--- src/include/camera_pkg.sv ---
package camera_pkg;

   // stored frame geometry
   localparam int FRAME_W   = 320;
   localparam int FRAME_H   = 180;
   localparam int FB_DEPTH  = FRAME_W * FRAME_H;
   // 57600 words need 16 address bits
   localparam int FB_ADDR_W = $clog2(FB_DEPTH);

   // raster count widths, shared by camera and drawing side
   localparam int HCOUNT_W = 11;
   localparam int VCOUNT_W = 10;

   // inclusive window on the widened red channel
   localparam logic [7:0] RED_LOWER = 8'hA0;
   localparam logic [7:0] RED_UPPER = 8'hF0;

   // drawing raster is the frame scaled up by 4 in each direction
   localparam int SCALE_SHIFT = 2;
   localparam int DRAW_W      = 1280;
   localparam int DRAW_H      = 720;

   // centroid arithmetic, 319 * 57600 still fits 26 bits
   localparam int SUM_W = 26;
   localparam int CNT_W = 16;

   // display selector codes
   localparam logic [1:0] MODE_CAMERA    = 2'd0;
   localparam logic [1:0] MODE_MASK      = 2'd1;
   localparam logic [1:0] MODE_CROSSHAIR = 2'd2;
   localparam logic [1:0] MODE_HIGHLIGHT = 2'd3;

   localparam logic [15:0] WHITE_PIXEL = 16'hFFFF;
   localparam logic [15:0] RED_PIXEL   = 16'hF800;

   typedef struct packed {
      logic [4:0] red;
      logic [5:0] green;
      logic [4:0] blue;
   } rgb565_t;

   // one 16-bit word, seen either whole or split into colour fields
   typedef union packed {
      logic [15:0] raw;
      rgb565_t     rgb;
   } pixel_u;

endpackage

--- src/hw/frame_reader.sv ---
`timescale 1ns/1ps

module frame_reader import camera_pkg::*; (
   input  logic                 clk_camera,
   input  logic                 sys_rst_camera,
   input  logic [HCOUNT_W-1:0]  draw_hcount_i,
   input  logic [VCOUNT_W-1:0]  draw_vcount_i,
   input  pixel_u               rdata_i,
   output logic [FB_ADDR_W-1:0] raddr_o,
   output logic [7:0]           red_o,
   output logic [7:0]           green_o,
   output logic [7:0]           blue_o
);

   logic in_range;
   // in-range flag delayed to meet the buffer output
   logic range_q1;
   logic range_q2;
   logic range_q3;

   assign in_range = (draw_hcount_i < DRAW_W) && (draw_vcount_i < DRAW_H);

   // four drawing pixels per frame pixel in each direction
   // outside the raster, park on word 0 so the read stays in the array
   always_ff @(posedge clk_camera) begin
      if (in_range) begin
         raddr_o <= FB_ADDR_W'(draw_vcount_i >> SCALE_SHIFT) * FB_ADDR_W'(FRAME_W)
                    + FB_ADDR_W'(draw_hcount_i >> SCALE_SHIFT);
      end else begin
         raddr_o <= '0;
      end
   end

   always_ff @(posedge clk_camera) begin
      if (sys_rst_camera) begin
         range_q1 <= 1'b0;
         range_q2 <= 1'b0;
         range_q3 <= 1'b0;
         red_o    <= '0;
         green_o  <= '0;
         blue_o   <= '0;
      end else begin
         range_q1 <= in_range;
         range_q2 <= range_q1;
         range_q3 <= range_q2;
         // zero fill below each field, black when off raster
         red_o    <= range_q3 ? {rdata_i.rgb.red, 3'b000} : 8'h00;
         green_o  <= range_q3 ? {rdata_i.rgb.green, 2'b00} : 8'h00;
         blue_o   <= range_q3 ? {rdata_i.rgb.blue, 3'b000} : 8'h00;
      end
   end

endmodule

--- config.mk ---
export PLATFORM = sky130hd
export DESIGN_NAME = frame_reader
export DESIGN_NICKNAME = d
export VERILOG_FILES = /design/src/include/camera_pkg.sv /design/src/hw/frame_reader.sv
export SDC_FILE = /design/constraint.sdc
export NUM_CORES = 1
export LEC_CHECK = 0
export BUFFER_PORTS_ARGS = -buffer_cell sky130_fd_sc_hd__buf_2
export CAP_MARGIN = 10
export CORE_ASPECT_RATIO = 1.2
export CORE_MARGIN = 2
export CORE_UTILIZATION = 40
export DETAILED_ROUTE_END_ITERATION = 16
export GPL_ROUTABILITY_DRIVEN = 0
export PLACE_DENSITY = 0.8
export SLEW_MARGIN = 20
export SYNTH_ARGS = -nofsm -noshare
export SYNTH_HDL_FRONTEND = slang
export SYNTH_SLANG_ARGS = --single-unit
--- constraint.sdc ---
create_clock -name clk_camera -period 6.75 [get_ports clk_camera]
set_clock_uncertainty 0.05 [all_clocks]
set_input_delay 0.3375 -clock clk_camera [delete_from_list [all_inputs] [get_ports clk_camera]]
set_output_delay 0.3375 -clock clk_camera [all_outputs]
set_load 0.03 [all_outputs]
; Word level (Yosys, flattened, before mapping)
; Cells that the tools add are included.
[classes]
addsub = 1
n_mul = 1
n_lt_le_gt_ge = 2
bitwise_logic = 1
reduce_logical = 2
[op_table]
columns = op, n
row1 = 16-bit by 9-bit adder with 16-bit output, 1
row2 = "11-bit < comparator, second input constant", 1
row3 = "10-bit < comparator, second input constant", 1
row4 = "8-bit by 3-bit multiplier with 10-bit output, second input constant", 1
row5 = 2-bit OR reduction, 1
row6 = 1-bit logical AND, 1
row7 = 1-bit NOT, 1
[totals]
regBits = 43
input_bits = 39

; Depth between registers and ports, before layout
[depth]
ltp_word = 2
ltp_mapped = 8

; Least setup slack after synthesis
; Ideal clock, no wire load.
[synth_path]
path_type = input-to-reg
from = input port draw_vcount_i[3]
to = register raddr_o[14]
setup_ps = 72
arrival_time_ps = 2362
t_required_ps = 6628
path_slack_ps = 4266
stages = 8
path_buffers = 0
cell_sequence = ha_1 ha_1 fa_1 a211oi_1 o21bai_1 xor2_1 or4_1 a21oi_1
[synth_via]
elab_chain_cells = 2
elab_cells_between_ends = 4
[synth_rtl]
columns = element, line
row1 = "start, declared", frame_reader.sv:7  ; input logic [VCOUNT_W-1:0] draw_vcount_i,
row2 = 8-bit by 3-bit multiplier with 10-bit output or 10-bit < comparator (tied branches), "frame_reader.sv:27, frame_reader.sv:21"
row3 = 16-bit by 9-bit adder with 16-bit output or 1-bit logical AND (tied branches), "frame_reader.sv:28, frame_reader.sv:21"
row4 = "end signal, assigned", frame_reader.sv:27  ; raddr_o <= FB_ADDR_W'(draw_vcount_i >> SCALE_SHIFT) * FB_ADDR_W'(FRAME_W)
row5 = "end, declared", frame_reader.sv:9  ; output logic [FB_ADDR_W-1:0] raddr_o,
; Several ways; a longest one is shown, not always the timed one.
; A chain may end at the register's enable or synchronous reset.

; Worst setup path in the final report
; Same ends and word-level chain as after synthesis.

==> flow_summary.ini <==
[clocking]
ctsHtreeMaxLevel = 2
clkTransAtPathRegs_ns = 0.07
cts-resized-gates = 0
post_cts_buffers = 0
cts_buffers = 5
clock_latency_ns = 0.28
clockRootBuffer = clkbuf_8
ctsLongestPathBuffers = 2
postCtsHoldBufs = 0
cts_tree = yes
cts_sinks = 35

[route]
routed_via_density = 4.57
drc = 0
wl_per_cell_um = 10.8
drt_iter0_drc = 56
routed-via-count = 1274
antenna_left = 0
routed_wl_mm = 3.01
drt-pass1-iter-count = 2

[setup_path]
cp_cell_sequence = buf_2, ha_1, ha_1, fa_1, a211oi_1, o21bai_1, xor2_1, or4_1, a21oi_1
critPathSlowestCell = fa_1
cp-start-kind = primary input
cpMostUsedCell = ha_1
crit_family = adder cells
worst-path-buf-inv = 1
timing_worst_setup_path_type = primary input to flop
cp_max_fo = 3
worst_setup_path_end_kind = flop
cpPeakStageDelay_ns = 0.41
cp.arrival_ns = 2.71
crit_required_ns = 6.90

[grt]
grt_max_degree = 17
grt_pass1_vias = 1204
grt_pass1_wl_mm = 4.91
grt_usage_pct = 14.6
grt_overflow = 0
antenna_found_initial = 0

[synth]
syn-mean-instance-area_um2 = 10.4
ys_seq_area_share_pct = 44.2
synthCells = 153
synthDistinctLibCells = 39
ys_seq_elements = 35
synthFlopType = dfxtp_1
async_flop_share_pct = 0
yosysWarnings = 0
synth_edf_count = 0
syn-cell-area_mm2 = 0.00159

[finish]
diodes = 0
final_nets = 280
drive_gt1_share_pct = 34.2
postLayoutCoreUtil_pct = 52.9
final_cell_mix = 66 x buf_2, 35 x dfxtp_1, 18 x and2_1
layout_commonest_cell = buf_2
area_growth_pct = 29.3

[sta]
tns_ns = 0
holdWs_ns = 0.207
slew_violations = 0
rsz0062_at_grt = false
min_period_over_period_pct = 37.9
max_freq_ghz = 0.391
tightest_slew_ns = 0.708
setup_violations = 0
worst_slack_ns = 4.19
fin_crit_ns = 2.56
relSlewSlack_pct = 52.7
hold_violations = 0

[status]
status = finished clean

[die]
placementRows = 25
chipWidth_um = 61.5
die_area_mm2 = 0.00449
initial_core_util_pct = 40.9
fp.dieH_um = 73.0
design.portCount = 79
coreArea_mm2 = 0.00388

[placed_design]
dp_hpwl_mm = 2.47
io_buffers = 66
pre_cts_slack_ns = 3.94

[pwr]
irDropWorstVdd_mv = 0.0718
p_leak_nw = 1.06
power.density_mw_per_mm2 = 249

[hold_path]
holdCritPathClass = primary input to flop

[run]
maxCapViolCount = 0
[synth_stat cells (all sizes together), types with 2 or more instances]
master / instances / area, um^2
a211oi: 2 / 27.5
a21oi: 3 / 15.0
and2: 18 / 113
and3: 7 / 43.8
buf: 8 / 60.1
dfxtp: 35 / 701
fa: 2 / 40.0
ha: 15 / 188
inv: 5 / 18.8
nand2: 2 / 7.51
nand2b: 2 / 12.5
nor2: 11 / 41.3
nor2b: 5 / 31.3
nor4b: 2 / 17.5
o2111ai: 3 / 26.3
o211ai: 2 / 15.0
o21ai: 5 / 25.0
xnor2: 2 / 17.5
xor2: 6 / 52.6
[final timing paths]
path                    start           to  slack [ns]  cells past startpoint
min reg2reg          range_q2     range_q3        0.39                      1
max reg2reg          range_q3     red_o[5]        5.56                      2
min                rdata_i[9]   green_o[6]        0.21                      2
max          draw_vcount_i[3]  raddr_o[14]        4.19                      9
[layer usage]
layer  up-vias  wire length, um  GRT usage (%)
li1        652                -              -
met4         0               52           6.38
met2        64             1450           25.5
met1       553             1150           15.1
met3         5              364           5.32
met5         -                0              0
[flip-flops by register name, indices dropped and copies added (netlist names)]
name and cells:
blue_o 5, green_o 6, raddr_o 16, range_q1 1, range_q2 1, range_q3 1, red_o 5
[kinds of logic after synthesis]
kind of cell,count (synthesis),synth area share [%]
AND/OR/NAND/NOR,55,20.5
flip-flops,35,44.2
AO/OA/AOI/OAI,22,10.5
adder cells (fa/ha/maj),17,14.4
buffers and inverters,14,5.21
XOR/XNOR,8,4.42
other,1,0.236
multiplexers,1,0.631
[cell type report]
cell class,count,area [um^2]
tap,54,67.6
fill,379,1830
multi-input combinational,111,830
clock buffer,7,96.3
inverter,5,18.8
clock inverter,1,7.51
timing repair buffer,66,330
sequential,35,701
[per-stage QoR]
| step | total power [mW] | cell area, um^2 | instances |
|---|---|---|---|
| final | 0.512 | 2050 | 279 |
| after global routing | 0.544 | 2050 | 279 |
| after CTS | 0.519 | 2050 | 279 |
| after detailed placement | 0.356 | 1950 | 271 |
| after global placement | 0.354 | 1950 | 271 |
| after floorplan | 0.324 | 1610 | 160 |
[power breakdown]
group | leakage, nW | switching, mW | internal, mW
combinational | 0.722 | 0.0793 | 0.0485
clock | 0.0505 | 0.0684 | 0.0927
sequential | 0.287 | 0.00273 | 0.220
(Power assumes the default switching activity.)
