`config.mk`:
```
export PLATFORM = sky130hd
export DESIGN_NAME = mask_threshold
export DESIGN_NICKNAME = d
export VERILOG_FILES = /design/src/include/camera_pkg.sv /design/src/hw/mask_threshold.sv
export SDC_FILE = /design/constraint.sdc
export NUM_CORES = 1
export LEC_CHECK = 0
export BUFFER_PORTS_ARGS = -buffer_cell sky130_fd_sc_hd__buf_2
export CORE_ASPECT_RATIO = 0.6
export CORE_MARGIN = 1.5
export CORE_UTILIZATION = 36
export DETAILED_ROUTE_END_ITERATION = 8
export MAX_ROUTING_LAYER = met4
export PLACE_DENSITY = 0.89
export SETUP_SLACK_MARGIN = 0.02
export SLEW_MARGIN = 15
export SYNTH_ARGS = -nofsm -noshare
export SYNTH_HDL_FRONTEND = slang
export SYNTH_SLANG_ARGS = --single-unit
```
`constraint.sdc`:
```
create_clock -name clk_camera -period 1.5 [get_ports clk_camera]
set_clock_uncertainty 0.2 [all_clocks]
set_input_delay 0.3 -clock clk_camera [delete_from_list [all_inputs] [get_ports clk_camera]]
set_output_delay 0.3 -clock clk_camera [all_outputs]
set_load 0.01 [all_outputs]
```
`src/include/camera_pkg.sv`:
```
package camera_pkg;

   // stored frame geometry
   localparam int FRAME_W   = 320;
   localparam int FRAME_H   = 180;
   localparam int FB_DEPTH  = FRAME_W * FRAME_H;
   // 57600 words need 16 address bits
   localparam int FB_ADDR_W = $clog2(FB_DEPTH);

   // raster count widths, shared by camera and drawing side
   localparam int HCOUNT_W = 11;
   localparam int VCOUNT_W = 10;

   // inclusive window on the widened red channel
   localparam logic [7:0] RED_LOWER = 8'hA0;
   localparam logic [7:0] RED_UPPER = 8'hF0;

   // drawing raster is the frame scaled up by 4 in each direction
   localparam int SCALE_SHIFT = 2;
   localparam int DRAW_W      = 1280;
   localparam int DRAW_H      = 720;

   // centroid arithmetic, 319 * 57600 still fits 26 bits
   localparam int SUM_W = 26;
   localparam int CNT_W = 16;

   // display selector codes
   localparam logic [1:0] MODE_CAMERA    = 2'd0;
   localparam logic [1:0] MODE_MASK      = 2'd1;
   localparam logic [1:0] MODE_CROSSHAIR = 2'd2;
   localparam logic [1:0] MODE_HIGHLIGHT = 2'd3;

   localparam logic [15:0] WHITE_PIXEL = 16'hFFFF;
   localparam logic [15:0] RED_PIXEL   = 16'hF800;

   typedef struct packed {
      logic [4:0] red;
      logic [5:0] green;
      logic [4:0] blue;
   } rgb565_t;

   // one 16-bit word, seen either whole or split into colour fields
   typedef union packed {
      logic [15:0] raw;
      rgb565_t     rgb;
   } pixel_u;

endpackage

```
`src/hw/mask_threshold.sv`:
```
`timescale 1ns/1ps

module mask_threshold import camera_pkg::*; (
   input  logic                clk_camera,
   input  logic                sys_rst_camera,
   input  logic                pixel_valid_i,
   input  logic [HCOUNT_W-1:0] pixel_hcount_i,
   input  logic [VCOUNT_W-1:0] pixel_vcount_i,
   input  pixel_u              pixel_data_i,
   output logic                mask_valid_o,
   output logic [HCOUNT_W-1:0] mask_hcount_o,
   output logic [VCOUNT_W-1:0] mask_vcount_o,
   output pixel_u              mask_pixel_o,
   output logic                mask_bit_o
);

   // red field padded with zeros to the 8-bit threshold scale
   logic [7:0] red_wide;

   assign red_wide = {pixel_data_i.rgb.red, 3'b000};

   // strobe only, cleared by reset
   always_ff @(posedge clk_camera) begin
      if (sys_rst_camera) begin
         mask_valid_o <= 1'b0;
      end else begin
         mask_valid_o <= pixel_valid_i;
      end
   end

   // pixel payload and its counts ride along one stage
   always_ff @(posedge clk_camera) begin
      mask_hcount_o <= pixel_hcount_i;
      mask_vcount_o <= pixel_vcount_i;
      mask_pixel_o  <= pixel_data_i;
      // both bounds inclusive
      mask_bit_o    <= (red_wide >= RED_LOWER) && (red_wide <= RED_UPPER);
   end

   // upstream raster must stay inside the stored 320x180 frame
   assert property (@(posedge clk_camera) disable iff (sys_rst_camera)
      mask_valid_o |-> (mask_hcount_o < FRAME_W) && (mask_vcount_o < FRAME_H));

endmodule

```
**Word level (Yosys, flattened, before mapping)**

Index checks and enable logic that the tools add are counted.

- $lt $le $gt $ge: 2
- Reduce and logical (&&, ||, !) cells: 1

Operators with widths:

| cell | number |
|---|---|
| $ge A8 B8 Y1 const B | 1 |
| $le A8 B8 Y1 const B | 1 |
| $logic_and A1 B1 Y1 | 1 |

- Input bits: 40
- Word-level logic and storage cells: 8
- Register bits: 39
- Output and inout bits: 39

**Logic depth before layout (Yosys ltp)**

Gate-level depths: netlist of the first run.

- Word-level depth: 2
- Depth in mapped cells: 2
- Gate-level depth less buffers: 2

**Worst setup path after synthesis of the first run**

Ideal clock, no wire load.

- Kind: flip-flop to output port
- From: reg mask_bit_o
- To: out mask_bit_o
- Arrival time: 0.331 ns
- Path buffers: 0
- Cell stages (with the launch flop): 1
- Slack: 0.669 ns
- Data required time: 1.000 ns
- Cell sequence: dfxtp_1

RTL lines:

| what | RTL line | text |
|---|---|---|
| from (decl) | mask_threshold.sv:14 | `output logic mask_bit_o` |
| from (signal assigned) | mask_threshold.sv:37 | `mask_bit_o <= (red_wide >= RED_LOWER) && (red_wide <= RED_UPPER);` |

No word-level cell between the ends.

**Worst setup path after layout of the first run**

- From: reg mask_hcount_o[4]
- To: out mask_hcount_o[4]

RTL lines:

| what | RTL line | text |
|---|---|---|
| from (decl) | mask_threshold.sv:11 | `output logic [HCOUNT_W-1:0] mask_hcount_o,` |
| from (signal assigned) | mask_threshold.sv:33 | `mask_hcount_o <= pixel_hcount_i;` |

No word-level cell between the ends.

==> results of run 1 <==
layout make-up:
cell class	instances	area, um2
Fill cell	84	248
Sequential cell	39	781
Clock inverter	3	43.8
Timing Repair Buffer	116	771
Tap cell	28	35.0
Multi-Input combinational cell	3	20.0
Clock buffer	5	68.8
power breakdown:
part / switching [mW] / leakage [nW] / internal, mW
Sequential: 0.0173 / 0.329 / 1.09
Clock: 0.350 / 0.0581 / 0.495
Combinational: 0.0904 / 0.472 / 0.138
sequential cells by signal, summed over array words and instances (netlist names):
name / flops
mask_vcount_o: 10
mask_valid_o: 1
mask_pixel_o: 16
mask_hcount_o: 11
mask_bit_o: 1
through the flow:
stage / instance area, um2 / setup slack (ns) / utilization (%) / hold WS (ns)
2_1_floorplan: 801 / 0.669 / - / 0.128
4_1_cts: 1720 / 0.264 / 87.4 / 0.0281
5_1_grt: 1720 / 0.202 / 87.4 / 0.0875
3_3_place_gp: 1230 / 0.584 / 62.3 / 0.202
3_5_place_dp: 1230 / 0.544 / 62.3 / 0.204
6_report: 1720 / 0.236 / 87.4 / 0.0765
layer usage:
metal | GRT usage (%) | vias to the layer above | share of wire, %
met5 | - | - | 0
met4 | 14.1 | 0 | 1.8
met3 | 10.1 | 8 | 7.7
met2 | 52.6 | 43 | 52
met1 | 25.0 | 364 | 38
li1 | - | 377 | -
kinds of logic after synthesis:
kind of cell	synth area share (%)
AO/OA/AOI/OAI	1.72
flip-flops	97.5
AND/OR/NAND/NOR	0.782
layout by cell type, fill, tap and decap left out:
cell type and instances:
buf_2 78, dfxtp_1 39, dlygate4sd3_1 38, clkbuf_8 5, o21ai_1 1, a41oi_1 1, nor2b_1 1, bufinv_16 1
clkinv_4 1, clkinv_2 1
worst max path at each step:
stage | from | endpoint | slack, ns | cells after the start
2_1_floorplan | mask_bit_o$_DFF_P_ | mask_bit_o | 0.67 | 0
6_report | mask_hcount_o[4]$_DFF_P_ | mask_hcount_o[4] | 0.24 | 1
3_5_place_dp | pixel_data_i[14] | mask_bit_o$_DFF_P_ | 0.54 | 3
4_1_cts | mask_pixel_o[0]$_DFF_P_ | mask_pixel_o[0] | 0.26 | 1
5_1_grt | mask_pixel_o[11]$_DFF_P_ | mask_pixel_o[11] | 0.20 | 1
3_3_place_gp | mask_hcount_o[6]$_DFF_P_ | mask_hcount_o[6] | 0.58 | 1
==> results.cfg, run 1 <==
[outcome]
status = complete, no violations

[floorplanning]
dieWidth_um = 63.9
rows = 12
num_io_pins = 79
coreArea_um2 = 1970
die_h_um = 39.5
die_area_um2 = 2530
start_util_pct = 40.7

[worst_setup_path]
critPathRequiredTime_ns = 1.00
path_class = reg -> out
critPathMaxFanout = 1
crit_chain = buf_2
startpoint_type = flip-flop
crit_arrival_ns = 0.76
critical-path-max-stage-delay_ns = 0.35
path_delay_family = flip-flops
cp_slowest_cell = dfxtp_1
cp-end-kind = output pin
cp_num_buf_inv = 1

[clock_network]
clock_path_buffers = 2
cts-root-buf = clkbuf_8
post-cts-setup-buffers = 0
cts_sinks = 39
cts_hold_buf = 38
cts_max_level = 2
tritoncts = yes
ctsResizeCount = 0
clk_transition_reported_paths_ns = 0.08
cts_made_buffers = 5

[cells_and_area]
layoutNonFillerInstCount = 194
diodes = 0
area_growth_pct = 115
fin_nets = 205
drive_gt1_share_pct = 51.8

[power_and_ir_drop]
p_leak_nw = 0.859
ir_drop_v = 0.00102
p_per_area_nw_per_um2 = 1270
p_total_mw = 2.18

[grt]
grt_util_all_layers_pct = 27.3
grt_pass1_vias = 857
grt_pass1_wl_mm = 4.43
grt-ovfl-total = 0
grt_max_degree = 14
grt_antenna_before_repair = 0

[yosys]
synth_most_common_cell = dfxtp_1
ys_seq_area_share_pct = 97.5
synth_nets = 82
synth_area_per_cell_um2 = 19.1
synth_warnings = 0
synth_top_area_share_pct = 97.5
yosys-top-cells-count = dfxtp_1, a41oi_1, nor2b_1, o21ai_1
syn_area_um2 = 801
yosys_most_used_dff = dfxtp_1
synth_cell_type_count = 4
ys_seq_elements = 39
ys_async_sr_fraction_pct = 0
synthCells = 42
netlist_top_cells_area = dfxtp_1, a41oi_1, nor2b_1
synth-edff-count = 0
synth_top_cell_by_area = dfxtp_1

[worst_hold_path]
holdPathStages = 2
min_to = mask_valid_o$_SDFF_PP0_
min_path_type = in -> reg
min-delay-start = pixel_valid_i

[timing]
slew_headroom_pct = 88.5
tightestPinTransition_ns = 0.170
min_period_over_period_pct = 84.3
rsz0062_at_grt = no
fin_setup_tns_ns = 0
maxSlewViolCount = 0
max_freq_mhz = 791
final-setup-viol-count = 0
fin_crit_ns = 1.26
hold_viol = 0

[placed_design]
place_hpwl_mm = 1.51
placed_cells = 148
port_buffers = 78
place_congestion = 0.636

[drt]
drt-initial-drc-count = 32
vias = 792
vias_per_cell = 4.08
wl_per_cell_um = 16.0
ant_nets = 0
drc = 0
wirelength_mm = 3.11
dr.pass1.iters = 4

[job]
maxCapViolCount = 0
No activity file was read; power rests on OpenSTA's default activity.
==> run 2, diff against run 1 <==
--- a/config.mk
+++ b/config.mk
@@ -5,13 +5,14 @@
 export SDC_FILE = /design/constraint.sdc
 export NUM_CORES = 1
 export LEC_CHECK = 0
+export ABC_AREA = 1
 export BUFFER_PORTS_ARGS = -buffer_cell sky130_fd_sc_hd__buf_2
 export CORE_ASPECT_RATIO = 0.6
 export CORE_MARGIN = 1.5
-export CORE_UTILIZATION = 36
+export CORE_UTILIZATION = 33
 export DETAILED_ROUTE_END_ITERATION = 8
 export MAX_ROUTING_LAYER = met4
-export PLACE_DENSITY = 0.89
+export PLACE_DENSITY = 0.83
 export SETUP_SLACK_MARGIN = 0.02
 export SLEW_MARGIN = 15
 export SYNTH_ARGS = -nofsm -noshare
==> constraint.sdc (replaced) <==
create_clock -name clk_camera -period 1.2 [get_ports clk_camera]
set_clock_uncertainty 0.2 [all_clocks]
set_input_delay 0.24 -clock clk_camera [delete_from_list [all_inputs] [get_ports clk_camera]]
set_output_delay 0.24 -clock clk_camera [all_outputs]
set_load 0.01 [all_outputs]
==> results.cfg, run 2 <==
[outcome]
status = finished, violations left
violations = negative setup slack

[grt]
grt_antenna_before_repair = 0
grt_pass1_wl_mm = 3.63
grt-ovfl-total = 0
grt_util_all_layers_pct = 20.3
grt_max_degree = 13
grt_pass1_vias = 766

[job]
maxCapViolCount = 0

[placed_design]
place_hpwl_mm = 1.41
placed_cells = 154
place_congestion = 0.697
port_buffers = 78

[cells_and_area]
layout_common_cells = buf_2, dlygate4sd3_1, dfxtp_2, buf_6, dfxtp_1
fin_nets = 210
largest_register_ffs = 16
area_growth_pct = 130
diodes = 0
postLayoutCoreUtil_pct = 82.9
drive_gt1_share_pct = 61.4
layoutNonFillerInstCount = 201
top_regs = mask_pixel_o (16), mask_hcount_o (11), mask_vcount_o (10)
layout_commonest_cell = buf_2
largest_register = mask_pixel_o

[power_and_ir_drop]
ir_drop_v = 0.000926
p_per_area_nw_per_um2 = 1390
p_leak_nw = 0.901

[timing]
rsz0062_at_grt = yes
hold_viol = 0
final.setup.worst_slack_ns = -0.0252
max_freq_mhz = 816
min_period_over_period_pct = 102
fin_crit_ns = 1.23
tightestPinTransition_ns = 0.107
maxSlewViolCount = 0
final-setup-viol-count = 2
slew_headroom_pct = 92.8

[clock_network]
clk_transition_reported_paths_ns = 0.08
cts_max_level = 2
cts_made_buffers = 5
clock_path_buffers = 2
cts_sinks = 39
tritoncts = yes
cts-root-buf = clkbuf_8

[worst_setup_path]
critical-path-max-stage-delay_ns = 0.34
cp_num_buf_inv = 1
critPathRequiredTime_ns = 0.76
crit_chain = buf_2
path_class = reg -> out
cp_slowest_cell = dfxtp_1
crit_arrival_ns = 0.79
cp-end-kind = output pin
startpoint_type = flip-flop
critPathMaxFanout = 1
path_delay_family = flip-flops

[drt]
drc = 0
wl_per_cell_um = 17.1
vias = 848
drt-initial-drc-count = 27
ant_nets = 0
vias_per_cell = 4.22
wirelength_mm = 3.44
dr.pass1.iters = 4

[floorplanning]
dieWidth_um = 66.9
num_io_pins = 79
coreArea_um2 = 2240
rows = 13
start_util_pct = 36.0
die_area_um2 = 2760
die_h_um = 41.3

[yosys]
netlist_top_cells_area = dfxtp_1, nor2_1, nand2_1
synth-edff-count = 0
synth_area_per_cell_um2 = 17.6
synth_top_cell_by_area = dfxtp_1
synth_most_common_cell = dfxtp_1
yosys-top-cells-count = dfxtp_1, nor2_1, nand2_1
syn_area_um2 = 808
synthCells = 46
ys_seq_area_share_pct = 96.6
synth_cell_type_count = 5
synth_top_area_share_pct = 96.6
ys_seq_elements = 39
ys_async_sr_fraction_pct = 0
synth_warnings = 0
yosys_most_used_dff = dfxtp_1
synth_nets = 86

[worst_hold_path]
min_path_type = in -> reg
-- run 2: path summary, 6_finish.rpt --
path | start | to | cells after the start
hold / removal | pixel_hcount_i[2] | mask_hcount_o[2]$_DFF_P_ | 2
setup / recovery | mask_vcount_o[8]$_DFF_P_ | mask_vcount_o[8] | 1
-- run 2: metal layers --
metal / part of all wire, % / up-vias / track usage [%]
met2: 51 / 49 / 40.8
met4: 1.1 / 0 / 6.12
met5: 0 / - / -
li1: - / 385 / -
met3: 9.4 / 4 / 9.14
met1: 38 / 410 / 18.3
-- run 2: what timing repair did --
item | 4_1_cts | 5_1_grt
hold endpoints to repair | 38 | 0
setup buffers | 0 | 0
gates resized for setup | 0 | 41
hold buffers | 39 | 0
endpoints found under the setup margin | 0 | 32
-- run 2: area by class of cell --
class,instances,area [um2]
Clock buffer,6,72.6
Inverter,1,3.75
Sequential cell,39,806
Multi-Input combinational cell,6,23.8
Timing Repair Buffer,117,906
Tap cell,30,37.5
Fill cell,102,383
Clock inverter,2,12.5
-- run 2: stage by stage --
step	cell area, um2	worst slack (ns)	hold slack [ns]	setup TNS (ns)	total power, mW
after floorplan	808	0.429	0.0677	0	1.45
after global placement	1240	0.344	0.142	0	1.58
after detailed placement	1240	0.318	0.144	0	1.58
after CTS	1710	0.0251	0.385	0	2.50
after global routing	1860	-0.0446	0.383	-0.138	2.68
final	1860	-0.0252	0.379	-0.0391	2.59
-- run 2: cells by family (layout without fill, tap and decap cells) --
family | count (synthesis) | count (layout) | synth area share, %
buffers and inverters | 1 | 126 | 0.464
DFF | 39 | 39 | 96.6
AOI/OAI and AO/OA | 1 | 1 | 0.619
and+or+nand+nor | 5 | 5 | 2.32
-- run 2: power breakdown --
group          internal [mW]  total (mW)  switching [mW]
clock                  0.406       0.859           0.453
sequential              1.37        1.40          0.0314
combinational          0.214       0.331           0.116
total                   1.99        2.59           0.600
