`config.mk`:
```
export PLATFORM = sky130hd
export DESIGN_NAME = video_mux
export DESIGN_NICKNAME = d
export VERILOG_FILES = /design/src/include/camera_pkg.sv /design/src/hw/video_mux.sv
export SDC_FILE = /design/constraint.sdc
export NUM_CORES = 1
export LEC_CHECK = 0
export BUFFER_PORTS_ARGS = -buffer_cell sky130_fd_sc_hd__buf_2
export CORE_MARGIN = 10
export CORE_UTILIZATION = 40
export DETAILED_ROUTE_END_ITERATION = 12
export GPL_ROUTABILITY_DRIVEN = 0
export GPL_TIMING_DRIVEN = 0
export PLACE_DENSITY = 0.67
export SLEW_MARGIN = 10
export SYNTH_ARGS = -nofsm -noshare
export SYNTH_HDL_FRONTEND = slang
export SYNTH_SLANG_ARGS = --single-unit
```
`constraint.sdc`:
```
create_clock -name clk_camera -period 3.7 [get_ports clk_camera]
set_clock_uncertainty 0.1 [all_clocks]
set_input_delay 0.555 -clock clk_camera [delete_from_list [all_inputs] [get_ports clk_camera]]
set_output_delay 0.555 -clock clk_camera [all_outputs]
set_load 0.02 [all_outputs]
```
`src/include/camera_pkg.sv`:
```
package camera_pkg;

   // stored frame geometry
   localparam int FRAME_W   = 320;
   localparam int FRAME_H   = 180;
   localparam int FB_DEPTH  = FRAME_W * FRAME_H;
   // 57600 words need 16 address bits
   localparam int FB_ADDR_W = $clog2(FB_DEPTH);

   // raster count widths, shared by camera and drawing side
   localparam int HCOUNT_W = 11;
   localparam int VCOUNT_W = 10;

   // inclusive window on the widened red channel
   localparam logic [7:0] RED_LOWER = 8'hA0;
   localparam logic [7:0] RED_UPPER = 8'hF0;

   // drawing raster is the frame scaled up by 4 in each direction
   localparam int SCALE_SHIFT = 2;
   localparam int DRAW_W      = 1280;
   localparam int DRAW_H      = 720;

   // centroid arithmetic, 319 * 57600 still fits 26 bits
   localparam int SUM_W = 26;
   localparam int CNT_W = 16;

   // display selector codes
   localparam logic [1:0] MODE_CAMERA    = 2'd0;
   localparam logic [1:0] MODE_MASK      = 2'd1;
   localparam logic [1:0] MODE_CROSSHAIR = 2'd2;
   localparam logic [1:0] MODE_HIGHLIGHT = 2'd3;

   localparam logic [15:0] WHITE_PIXEL = 16'hFFFF;
   localparam logic [15:0] RED_PIXEL   = 16'hF800;

   typedef struct packed {
      logic [4:0] red;
      logic [5:0] green;
      logic [4:0] blue;
   } rgb565_t;

   // one 16-bit word, seen either whole or split into colour fields
   typedef union packed {
      logic [15:0] raw;
      rgb565_t     rgb;
   } pixel_u;

endpackage

```
`src/hw/video_mux.sv`:
```
`timescale 1ns/1ps

module video_mux import camera_pkg::*; (
   input  logic                 clk_camera,
   input  logic                 sys_rst_camera,
   input  logic [1:0]           display_choice_i,
   input  logic                 mask_valid_i,
   input  logic [HCOUNT_W-1:0]  mask_hcount_i,
   input  logic [VCOUNT_W-1:0]  mask_vcount_i,
   input  pixel_u               mask_pixel_i,
   input  logic                 mask_bit_i,
   input  logic [HCOUNT_W-1:0]  com_x_i,
   input  logic [VCOUNT_W-1:0]  com_y_i,
   input  logic                 com_valid_i,
   output logic                 fb_we_o,
   output logic [FB_ADDR_W-1:0] fb_waddr_o,
   output pixel_u               fb_wdata_o
);

   // centroid of the last frame that had masked pixels
   logic [HCOUNT_W-1:0] held_x;
   logic [VCOUNT_W-1:0] held_y;
   logic                on_cross;
   pixel_u              sel_pixel;

   always_ff @(posedge clk_camera) begin
      if (sys_rst_camera) begin
         held_x <= '0;
         held_y <= '0;
      end else if (com_valid_i) begin
         held_x <= com_x_i;
         held_y <= com_y_i;
      end
   end

   always_comb begin
      // crosshair is the full row and column through the centroid
      on_cross = (mask_hcount_i == held_x) || (mask_vcount_i == held_y);
      case (display_choice_i)
         MODE_CAMERA:    sel_pixel = mask_pixel_i;
         MODE_MASK:      sel_pixel.raw = mask_bit_i ? WHITE_PIXEL : 16'h0000;
         MODE_CROSSHAIR: sel_pixel.raw = on_cross ? WHITE_PIXEL : mask_pixel_i.raw;
         MODE_HIGHLIGHT: sel_pixel.raw = mask_bit_i ? RED_PIXEL : mask_pixel_i.raw;
      endcase
   end

   always_ff @(posedge clk_camera) begin
      if (sys_rst_camera) begin
         fb_we_o <= 1'b0;
      end else begin
         fb_we_o <= mask_valid_i;
      end
   end

   // row-major linear address into the 320-wide buffer
   always_ff @(posedge clk_camera) begin
      fb_waddr_o <= FB_ADDR_W'(mask_vcount_i) * FB_ADDR_W'(FRAME_W)
                    + FB_ADDR_W'(mask_hcount_i);
      fb_wdata_o <= sel_pixel;
   end

endmodule

```
**Word level (Yosys, flattened, before mapping)**

Cells that the tools add are included.

- $add $sub $neg: 1
- $mul: 1
- Equal/unequal tests: 5
- Muxes and demuxes: 4
- Reductions and logical operators: 2

Operator list:

| cell | number |
|---|---|
| 16-bit case mux with 4 select lines | 1 |
| 16-bit 2-to-1 mux | 3 |
| 16-bit by 11-bit adder with 16-bit output | 1 |
| 11-bit equality test | 1 |
| 10-bit equality test | 1 |
| 10-bit by 3-bit multiplier with 10-bit output, second input constant | 1 |
| 2-bit equality test, second input constant | 2 |
| 2-bit by 1-bit equality test with 1-bit output, second input constant | 1 |
| 2-bit logical NOT | 1 |
| 1-bit logical OR | 1 |

- Register bits: 54
- Word-level logic and storage cells: 18

**Depth between registers and ports, before layout**

Gate-level depths: netlist of the first run.

- Word-level depth: 4
- Gate-level depth with buffers: 8
- Mapped depth without buffers: 8

**Worst setup path before layout of the first run**

No wires, ideal clock.

- Path type: input -> register
- From: in mask_vcount_i[1]
- To: reg fb_waddr_o[14]
- Setup time: 0.119 ns
- Arrival: 2.445 ns
- Setup slack: 1.035 ns
- Stages: 8
- Cell sequence: ha_1 -> ha_1 -> fa_1 -> a211oi_1 -> nor2_1 -> nor4_2 -> o211ai_1 -> xnor2_1

- Cells in the longest elaborated chain, start to end: 2

RTL lines:

| what | line | source |
|---|---|---|
| start, declared | video_mux.sv:9 | `input logic [VCOUNT_W-1:0] mask_vcount_i,` |
| 10-bit by 3-bit multiplier with 10-bit output | video_mux.sv:57 | `fb_waddr_o <= FB_ADDR_W'(mask_vcount_i) * FB_ADDR_W'(FRAME_W)` |
| 16-bit by 11-bit adder with 16-bit output | video_mux.sv:58 | `+ FB_ADDR_W'(mask_hcount_i);` |
| end signal, assigned | video_mux.sv:57 |  |
| end, declared | video_mux.sv:16 | `output logic [FB_ADDR_W-1:0] fb_waddr_o,` |

No other way between the ends.
A chain may end at the register's enable or synchronous reset.

**Worst setup path after layout of the first run**

Ends and elaborated chain as after synthesis.

==> results of run 1 <==
-- kinds of logic after synthesis --
logic type      Yosys count  synth area share [%]
mux                      21                  7.94
compound gates           49                  13.8
simple gates             63                  12.1
flops                    54                  40.8
fa+ha+maj                20                  10.0
xor+xnor                 32                  10.6
buf+inv                  28                  4.77
-- final cells by class --
class | count | area, sq um | share of cell area (%)
Timing Repair Buffer | 95 | 475 | 14.3
Tap cell | 77 | 96.3 | 2.89
Clock buffer | 6 | 82.6 | 2.48
Multi-Input combinational cell | 185 | 1440 | 43.2
Inverter | 16 | 60.1 | 1.80
Sequential cell | 54 | 1080 | 32.4
Buffer | 12 | 66.3 | 1.99
Clock inverter | 1 | 30.0 | 0.901
-- metal layers --
metal / track usage [%] / vias to the layer above
met5: 0 / -
met4: 3.22 / 0
met3: 4.15 / 9
met2: 20.5 / 60
met1: 14.6 / 978
li1: - / 1133
-- final timing paths --
| kind | slack, ns | endpoint | cells past startpoint | start |
|---|---|---|---|---|
| worst min register to register | 0.42 | held_x[1] | 2 | held_x[1] |
| worst max register to register | 2.03 | fb_wdata_o[7] | 6 | held_y[8] |
| worst max-delay path | 1.0 | fb_waddr_o[14] | 9 | mask_vcount_i[1] |
| worst min-delay path | 0.28 | fb_waddr_o[2] | 1 | mask_hcount_i[2] |
-- layout by cell type, fill, tap and decap left out, types with 2 or more instances in the layout --
master	count
nor2b_1	7
nand4b_1	2
a221o_2	12
a211oi_1	3
nand2b_1	3
clkbuf_8	6
nor2_1	33
mux2i_1	21
clkbuf_1	3
xnor2_1	12
ha_1	18
fa_1	2
a21o_1	3
buf_2	101
o211ai_1	2
nor4_1	4
a21oi_1	8
nor3_1	5
and2_1	2
xor2_1	20
inv_1	16
dfxtp_1	54
o21ai_0	15
-- through the flow --
step	total power, mW	setup slack [ns]	utilization [%]
finish	1.47	0.997	52.2
detailed placement	1.09	0.685	50.4
floorplan	0.955	1.04	-
global route	1.56	0.832	52.2
global placement	1.09	0.713	50.4
CTS	1.50	0.999	52.2
-- synthesized netlist by cell type, types with 5 or more instances --
| library cell | instances | area share, % |
|---|---|---|
| nor2b_1 | 7 | 1.7 |
| inv_1 | 16 | 2.3 |
| mux2i_1 | 21 | 7.9 |
| buf_2 | 6 | 1.1 |
| o21ai_0 | 15 | 2.8 |
| ha_1 | 18 | 8.5 |
| a221o_2 | 12 | 5.1 |
| dfxtp_1 | 54 | 41 |
| nor3_1 | 5 | 0.95 |
| xnor2_1 | 12 | 4.0 |
| nor2_1 | 33 | 4.7 |
| a21oi_1 | 8 | 1.5 |
| xor2_1 | 20 | 6.6 |
-- where the power goes --
| group | total, mW | internal, mW | switching [mW] |
|---|---|---|---|
| sequential | 0.672 | 0.651 | 0.0208 |
| clock | 0.395 | 0.217 | 0.178 |
| combinational | 0.408 | 0.175 | 0.233 |
| total | 1.47 | 1.04 | 0.432 |
-- state kept, by name, summed over array words and instances (netlist names) --
signal and cells:
fb_wdata_o 16, fb_we_o 1, fb_waddr_o 16, held_x 11
held_y 10
==> impl_results.md, run 1 <==
- Fin cells: 446
- Setup Fix Bufs, Post-CTS: 0
- # DRC: 0
- Syn Inst Count: 267
- H-Tree Depth: 2
- Final wirelength: 6500 microns
- Vias in the first global route: 2235
- Post-Syn Nets: 352
- Max-cap violations: 0
- Nets: 454
- Hold_ws: 0.281 ns
- Final period utilization: around three quarters
- CP Max Fanout: 4
- Starting Density: 41.5%
- Hpwl dp: 5350 microns
- Asr flop ratio synth: 0%
- Crit-path slowest cell: fa_1
- Congestion Overflow GR: 0
- Fmax: 370 MHz
- Hold/Removal Path Class: input pin to register
- Ys Warns: 0
- Vias per cell: 4.89
- Post-synth EDFFs: 0
- Core Region: about 6400 sq um
- Netlist cell types: 38
- DIE HEIGHT: 101 microns
- Met3 Wirelength: ~530 microns
- Total CTS buffers: 5
- Total Routing Usage GR: 12.2%
- Pwr/cell area: ~440 nW/um^2
- Die Area: 10300 sq um
- Placed cell areas: 3220 sq um
- Clock latency at the later pin of the worst-skew pair: about 0.3 ns
- Root buf cell: clkbuf_8
- Cts hold-fix bufs: 0
- #FFs+latches synth: 54
- CP Buf/Inv Count: 1
- Final Critical Period: 2.70 ns
- I/O Buffers: 95
- I/O pins: 98
- Largest net degree at the start of global routing: 16
- Wire per inst: around 15 microns
- Post_cts resized: 0
- Clock-pin slew on the worst setup and hold paths: around 0.09 ns
- Iter 0 DRT Violations: 45
- Die W: 101 microns
- Vias: 2180
- Layout cells sized above 1: 34.1%
- Initial antenna violation count: 0
- Post-synthesis cell area: 2650 sq um
- RSZ-0062 raised after global routing: no
- LEAKAGE: 1.67 nW
- # diodes: 0
- CTS tree: yes
- CP most frequent cell: ha_1
- First drt pass iteration count: 4
- CTS sink cnt: 54
- FILL cells: slightly below 600
- Critical path's top delay family: adder cells
- Rows: 29
- Slew margin rel.: 68.1%
- Setup CP Type: input pin to register
- Critical path launch point type: input pin
- First-pass GRT wire length: 10400 microns
- Met2 routed WL: 3050 microns
- Post-synth top flop: dfxtp_1
- Max rail drop VDD: 0.301 mV
- Type of destination of the critical path: register
- Max Slew Vio Count: 0
- Bufs on Longest Clock Path: 2
- Sequential share of the synthesized area: 40.8%
- Top Metal Used: met4
- Setup_tns: 0 ns
- Final Cell Area: 3330 sq um
- Status: finished clean
- Number of instances in the placed design: 439
- Setup Viol. Count Final: 0
- Crit-path cells: buf_2 -> ha_1 -> ha_1 -> fa_1 -> a211oi_1 -> nor2_1 -> nor4_2 -> o211ai_1 -> xnor2_1
- Area Overhead vs Synth: 25.9%
- Wire length on met1: 2830 microns
- WP data required: 3.79 ns
- Final hold viol count: 0
- Avg Cell Area, Syn: 9.92 sq um
- Arrival time at the worst endpoint: 2.80 ns
- Crit-path max cell delay: between 0.4 and 0.5 ns
- Number of routed nets with antenna violations: 0
- Worst-Margin Slew: 0.479 ns
Power figures use the tool's default switching activity.
==> run 2: changes to the inputs <==
- ABC_AREA: not set -> 1
- PLACE_DENSITY: 0.67 -> 0.7
- clock period: 3.7 -> 2.36 ns (I/O delays scaled with it)
==> run 2 against run 1 <==
Compared with the run above:
- first-iteration DRC count up 22%
- register-to-register slack worse by 1.1 ns
- clock power up 30%
==> impl_results.md, run 2 <==
- Starting Density: roughly two fifths
- Commonest cells after routing, fill and taps aside: 96 x buf_2, 80 x nand2_1, 54 x dfxtp_1, 31 x inv_1, 21 x nor2_1
- Critical path's top delay family: adder cells
- Final Cell Area: 3400 sq um
- Final Critical Period: 2.23 ns
- Critical path launch point type: input pin
- CP Max Fanout: 4
- Overall Power: 2.28 mW
- #FFs+latches synth: 54
- Core Region: around 6400 sq um
- Number of routed nets with antenna violations: 0
- CTS tree: yes
- Crit-path cells: buf_2 -> ha_4 -> ha_4 -> fa_1 -> ha_4 -> buf_4 -> a21oi_1 -> nand3_2 -> nand2_2 -> nor2_1 -> xnor2_1
- Hold/Removal Path Class: input pin to register
- Bufs on Longest Clock Path: 2
- LEAKAGE: 1.71 nW
- Clock-pin slew on the worst setup and hold paths: 0.10 ns
- Cts hold-fix bufs: 0
- Commonest non-fill, non-tap cell in the layout: buf_2
- Post-synth top flop: dfxtp_1
- Most common cell in the netlist: nand2_1
- Max-cap violations: 0
- WP data required: 2.45 ns
- Multi-input gate area: 1470 sq um
- Sequential share of the synthesized area: 40.7%
- FF/Latch Area: roughly 1100 sq um
- Setup Viol. Count Final: 0
- Crit-path slowest cell: fa_1
- Vias: 2396
- Met2 global-route usage: 20.4%
- Total Routing Usage GR: between 10 and 15%
- Fmax: between 400 and 500 MHz
- Max Slew Vio Count: 0
- CP most frequent cell: ha_4
- Hpwl dp: 5630 microns
- # diodes: 0
- Clock latency at the later pin of the worst-skew pair: 0.30 ns
- Congestion Overflow GR: 0
- Syn Inst Count: approximately 330
- Max rail drop VDD: 0.443 mV
- Setup CP Type: input pin to register
- Placed cell areas: approximately 3300 sq um
- Nets: ~520
- Mux contribution to synthesized area: 0%
- I/O Buffers: 97
- Busiest grt layer: met2
- Post-synth EDFFs: 0
- Asr flop ratio synth: 0%
- Largest regs: fb_waddr_o: 16 flops, fb_wdata_o: 16 flops, held_x: 11 flops
- Avg Cell Area, Syn: about 8.1 sq um
- Type of destination of the critical path: register
- Final wirelength: 6740 microns
- Status: finished clean
- Slew margin rel.: 68.9%
- Netlist cell types: 31
- Layout cells sized above 1: between 30% and 40%
- First drt pass iteration count: 5
- Setup_tns: 0 ns
- Die Area: between 10000 and 15000 sq um
- FILL cells: 634
- Pre-CTS WS: -0.268 ns
- Iter 0 DRT Violations: 55
- Largest area contributor in the netlist: dfxtp_1
- Hold_ws: 0.0679 ns
- Total CTS buffers: 5
- First-pass GRT wire length: between 10000 and 15000 microns
- Met1 usage: 15.0%
- Area Overhead vs Synth: 28.0%
- Largest family of logic cells by synthesized area: simple AND/OR/NAND/NOR gates
- Crit-path max cell delay: 0.52 ns
- FF-to-FF setup slack: 0.95 ns
- Synth top area share: a little over 40%
- Post-synthesis cell area: 2650 sq um
- Pwr/cell area: between 600 and 700 nW/um^2
- CP Buf/Inv Count: 2
- Post-Syn Nets: 413
- I/O pins: 98
- Ys Warns: 0
- Met3 Track Usage GR: 5.04%
- H-Tree Depth: 2
- Arrival time at the worst endpoint: 2.33 ns
- Post-Synth Adder-Cell Area: 10.0%
- CTS sink cnt: between 50 and 60
- Initial antenna violation count: 0
- Rows: 29
- Die W: 101 microns
- Final worst slack: 0.126 ns
- Synth Area in Simple Gates: 26.6%
- Vias in the first global route: 2376
- # DRC: 0
- Root buf cell: clkbuf_8
- Worst-Margin Slew: between 0.4 and 0.5 ns
- Vias per cell: around 4.7
- Synth top area cells: dfxtp_1 41%, nand2_1 11%, ha_1 8.5%
- Synth cell count leaders: 81 x nand2_1, 54 x dfxtp_1, 31 x inv_1, 22 x nor2_1
- Final hold viol count: 0
- Post-synthesis compound-gate area fraction: roughly 9.3%
- RSZ-0062 raised after global routing: no
- Wire per inst: 13.2 microns
- Largest net degree at the start of global routing: 18
- DIE HEIGHT: roughly 100 microns
- Post-Synth XOR/XNOR Area: 7.59%
- Final period utilization: 94.7%
==> run 2: changes by cell type after synthesis, moves of 11 or more <==
cell and delta:
nand2_1 +80, inv_1 +15, nand3_1 +12, nand2_2 +12, xor2_1 -15, a221o_2 -12
mux2i_1 -21, nor2_1 -11
==> run 2: worst paths after layout <==
path	start	endpoint	cells past startpoint
hold / removal	mask_hcount_i[1]	fb_waddr_o[1]	1
hold reg to reg	held_y[8]	held_y[8]	2
setup reg to reg	held_x[8]	fb_wdata_o[9]	9
setup / recovery	mask_vcount_i[3]	fb_waddr_o[13]	11
==> run 2: metrics by stage <==
stage / std cells / utilization [%]
final: 512 / 53.2
after global placement: 502 / 51.1
after CTS: 510 / 52.5
after floorplan: 328 / -
after global routing: 512 / 53.2
after detailed placement: 502 / 51.1
==> run 2: cells by family after synthesis <==
group / Yosys count
and+or+nand+nor: 149
DFF: 54
AOI/OAI and AO/OA: 41
buffers and inverters: 41
xor gates and xnor gates: 23
adders and majority gates: 20
==> run 2: final cells by class <==
class | instances | share of cell area (%)
tap | 77 | 2.84
timing repair buffer | 99 | 14.8
multi-input combinational | 233 | 43.3
inverter | 35 | 3.87
clock buffer | 5 | 2.03
buffer | 6 | 0.663
clock inverter | 3 | 0.626
sequential | 54 | 31.8
==> run 2: report_power, final <==
part	switching, mW	total [mW]	internal, mW
Sequential	0.0304	1.06	1.03
Combinational	0.429	0.715	0.286
Clock	0.303	0.512	0.209
==> run 2: per-layer routing <==
layer | routed length [microns] | vias up
li1 | - | 1263
met1 | 2970 | 1060
met2 | 3180 | 65
met3 | 495 | 8
met4 | 97 | 0
met5 | 0 | -
==> run 2: what timing repair did <==
action	CTS	global route
gates resized for setup	0	6
buffers inserted	0	2
setup endpoints to repair	0	1
==> run 3: changes to the inputs <==
- ABC_AREA: 1 -> not set
==> run 3 against run 2 <==
Compared with the run above:
- sequential power about the same
- global-route usage decreased by 0.63 points
- wire length decreased by 2.6%
- count of clock-buffer cells in the layout increased by 1
- clock power increased by 18%
- via count decreased by 9.2%
- non-clock buffer count increased by 2
- critical path type unchanged
- highest routed layer unchanged
==> impl_results.md, run 3 (synthesis results as in run 1) <==
- H-Tree Depth: 2
- Number of instances in the placed design: ~440
- Final Critical Period: 2.26 ns
- Initial antenna violation count: 0
- CTS sink cnt: 54
- Overall Power: 2.31 mW
- CP most frequent cell: ha_1
- Worst-Margin Slew: 0.464 ns
- Setup CP Type: input pin to register
- First drt pass iteration count: 4
- Commonest cells after routing, fill and taps aside: 101 x buf_2, 54 x dfxtp_1, 33 x nor2_1, 21 x mux2i_1, 20 x xor2_1
- Starting Density: 41.5%
- Commonest non-fill, non-tap cell in the layout: buf_2
- Type of destination of the critical path: register
- Setup_tns: 0 ns
- Vias per cell: 4.87
- Total Routing Usage GR: a little under an eighth
- Arrival time at the worst endpoint: approximately 2.4 ns
- WP data required: around 2.5 ns
- Crit-path max cell delay: 0.33 ns
- Clock-pin slew on the worst setup and hold paths: 0.10 ns
- Final period utilization: 95.8%
- Die Area: 10300 sq um
- Max rail drop VDD: 0.412 mV
- # DRC: 0
- Setup Viol. Count Final: 0
- Number of routed nets with antenna violations: 0
- Critical path's top delay family: adder cells
- Critical path launch point type: input pin
- Hold_ws: between 0.07 and 0.08 ns
- Final wirelength: between 6000 and 7000 microns
- Final hold viol count: 0
- Root buf cell: clkbuf_8
- Bufs on Longest Clock Path: 2
- Iter 0 DRT Violations: 45
- Layout cells sized above 1: 35.1%
- RSZ-0062 raised after global routing: no
- Total CTS buffers: 5
- Die W: roughly 100 microns
- Hpwl dp: around 5400 microns
- I/O Buffers: between 90 and 100
- DIE HEIGHT: 101 microns
- Pwr/cell area: between 600 and 700 nW/um^2
- Vias in the first global route: 2206
- Crit-path cells: buf_2 -> ha_1 -> ha_1 -> ha_1 -> and2_1 -> a311o_1 -> a21oi_2 -> nand4b_1 -> xnor2_1
- CTS tree: yes
- # diodes: 0
- I/O pins: 98
- Wire per inst: 14.7 microns
- Area Overhead vs Synth: 26.3%
- Rows: 29
- Clock latency at the later pin of the worst-skew pair: 0.30 ns
- Vias: 2176
- Max Slew Vio Count: 0
- Fmax: 442 MHz
- Fin cells: 447
- Nets: between 400 and 500
- Core Region: 6390 sq um
- Status: finished clean
- Crit-path slowest cell: ha_1
- CP Max Fanout: 4
- Slew margin rel.: between 60% and 70%
- Max-cap violations: 0
- Hold/Removal Path Class: input pin to register
- Largest net degree at the start of global routing: 17
- First-pass GRT wire length: 10000 microns
- Largest regs: fb_waddr_o: 16 flops, fb_wdata_o: 16 flops, held_x: 11 flops
- LEAKAGE: 1.66 nW
- Congestion Overflow GR: 0
- CP Buf/Inv Count: 1
- Cts hold-fix bufs: 0
[run 3: cell types whose count changed in the layout (fill, tap and decap cells not counted), moves of 11 or more]
cell,previous run,this run
nand2_2,13,0
nor2_1,21,33
xor2_1,5,20
nand3_1,12,1
a221o_2,0,12
inv_1,31,16
nand2_1,80,1
mux2i_1,0,21
[run 3: path summary, 6_finish.rpt]
path / start / to / slack, ns / cells past startpoint
hold reg to reg: held_x[10] / held_x[10] / 0.42 / 2
setup reg to reg: held_y[8] / fb_wdata_o[7] / 0.68 / 6
hold / removal: mask_hcount_i[3] / fb_waddr_o[3] / 0.07 / 1
setup / recovery: mask_vcount_i[1] / fb_waddr_o[15] / 0.1 / 9
[run 3: timing repair]
item / 4_1_cts / 5_1_grt
buffers inserted: 0 / 0
gates resized for setup: 0 / 3
endpoints found under the setup margin: 0 / 4
[run 3: where the power goes]
| part | internal, mW | switching (mW) |
|---|---|---|
| logic | 0.280 | 0.373 |
| registers | 1.02 | 0.0305 |
| clock network | 0.317 | 0.288 |
[run 3: per-layer routing]
layer	wire, microns	global-route usage [%]	up-vias
li1	-	-	1132
met1	2870	13.8	979
met2	3090	20.1	61
met3	555	4.42	4
met4	55	3.54	0
met5	0	0	-
[run 3: final cells by class]
type / count / area [sq um]
buffer: 12 / 66.3
clock buffer: 6 / 72.6
clock inverter: 2 / 37.5
fill: 595 / 3040
inverter: 16 / 60.1
multi-input combinational: 185 / 1460
sequential: 54 / 1080
tap: 77 / 96.3
timing repair buffer: 95 / 475
[run 3: per-stage QoR]
stage | setup slack (ns) | area (sq um) | util [%]
after floorplan | 0.00506 | 2660 | -
after CTS | 0.0330 | 3340 | 52.3
after global placement | -0.283 | 3230 | 50.5
final | 0.0987 | 3340 | 52.4
after global routing | 0.00546 | 3340 | 52.4
after detailed placement | -0.277 | 3230 | 50.5
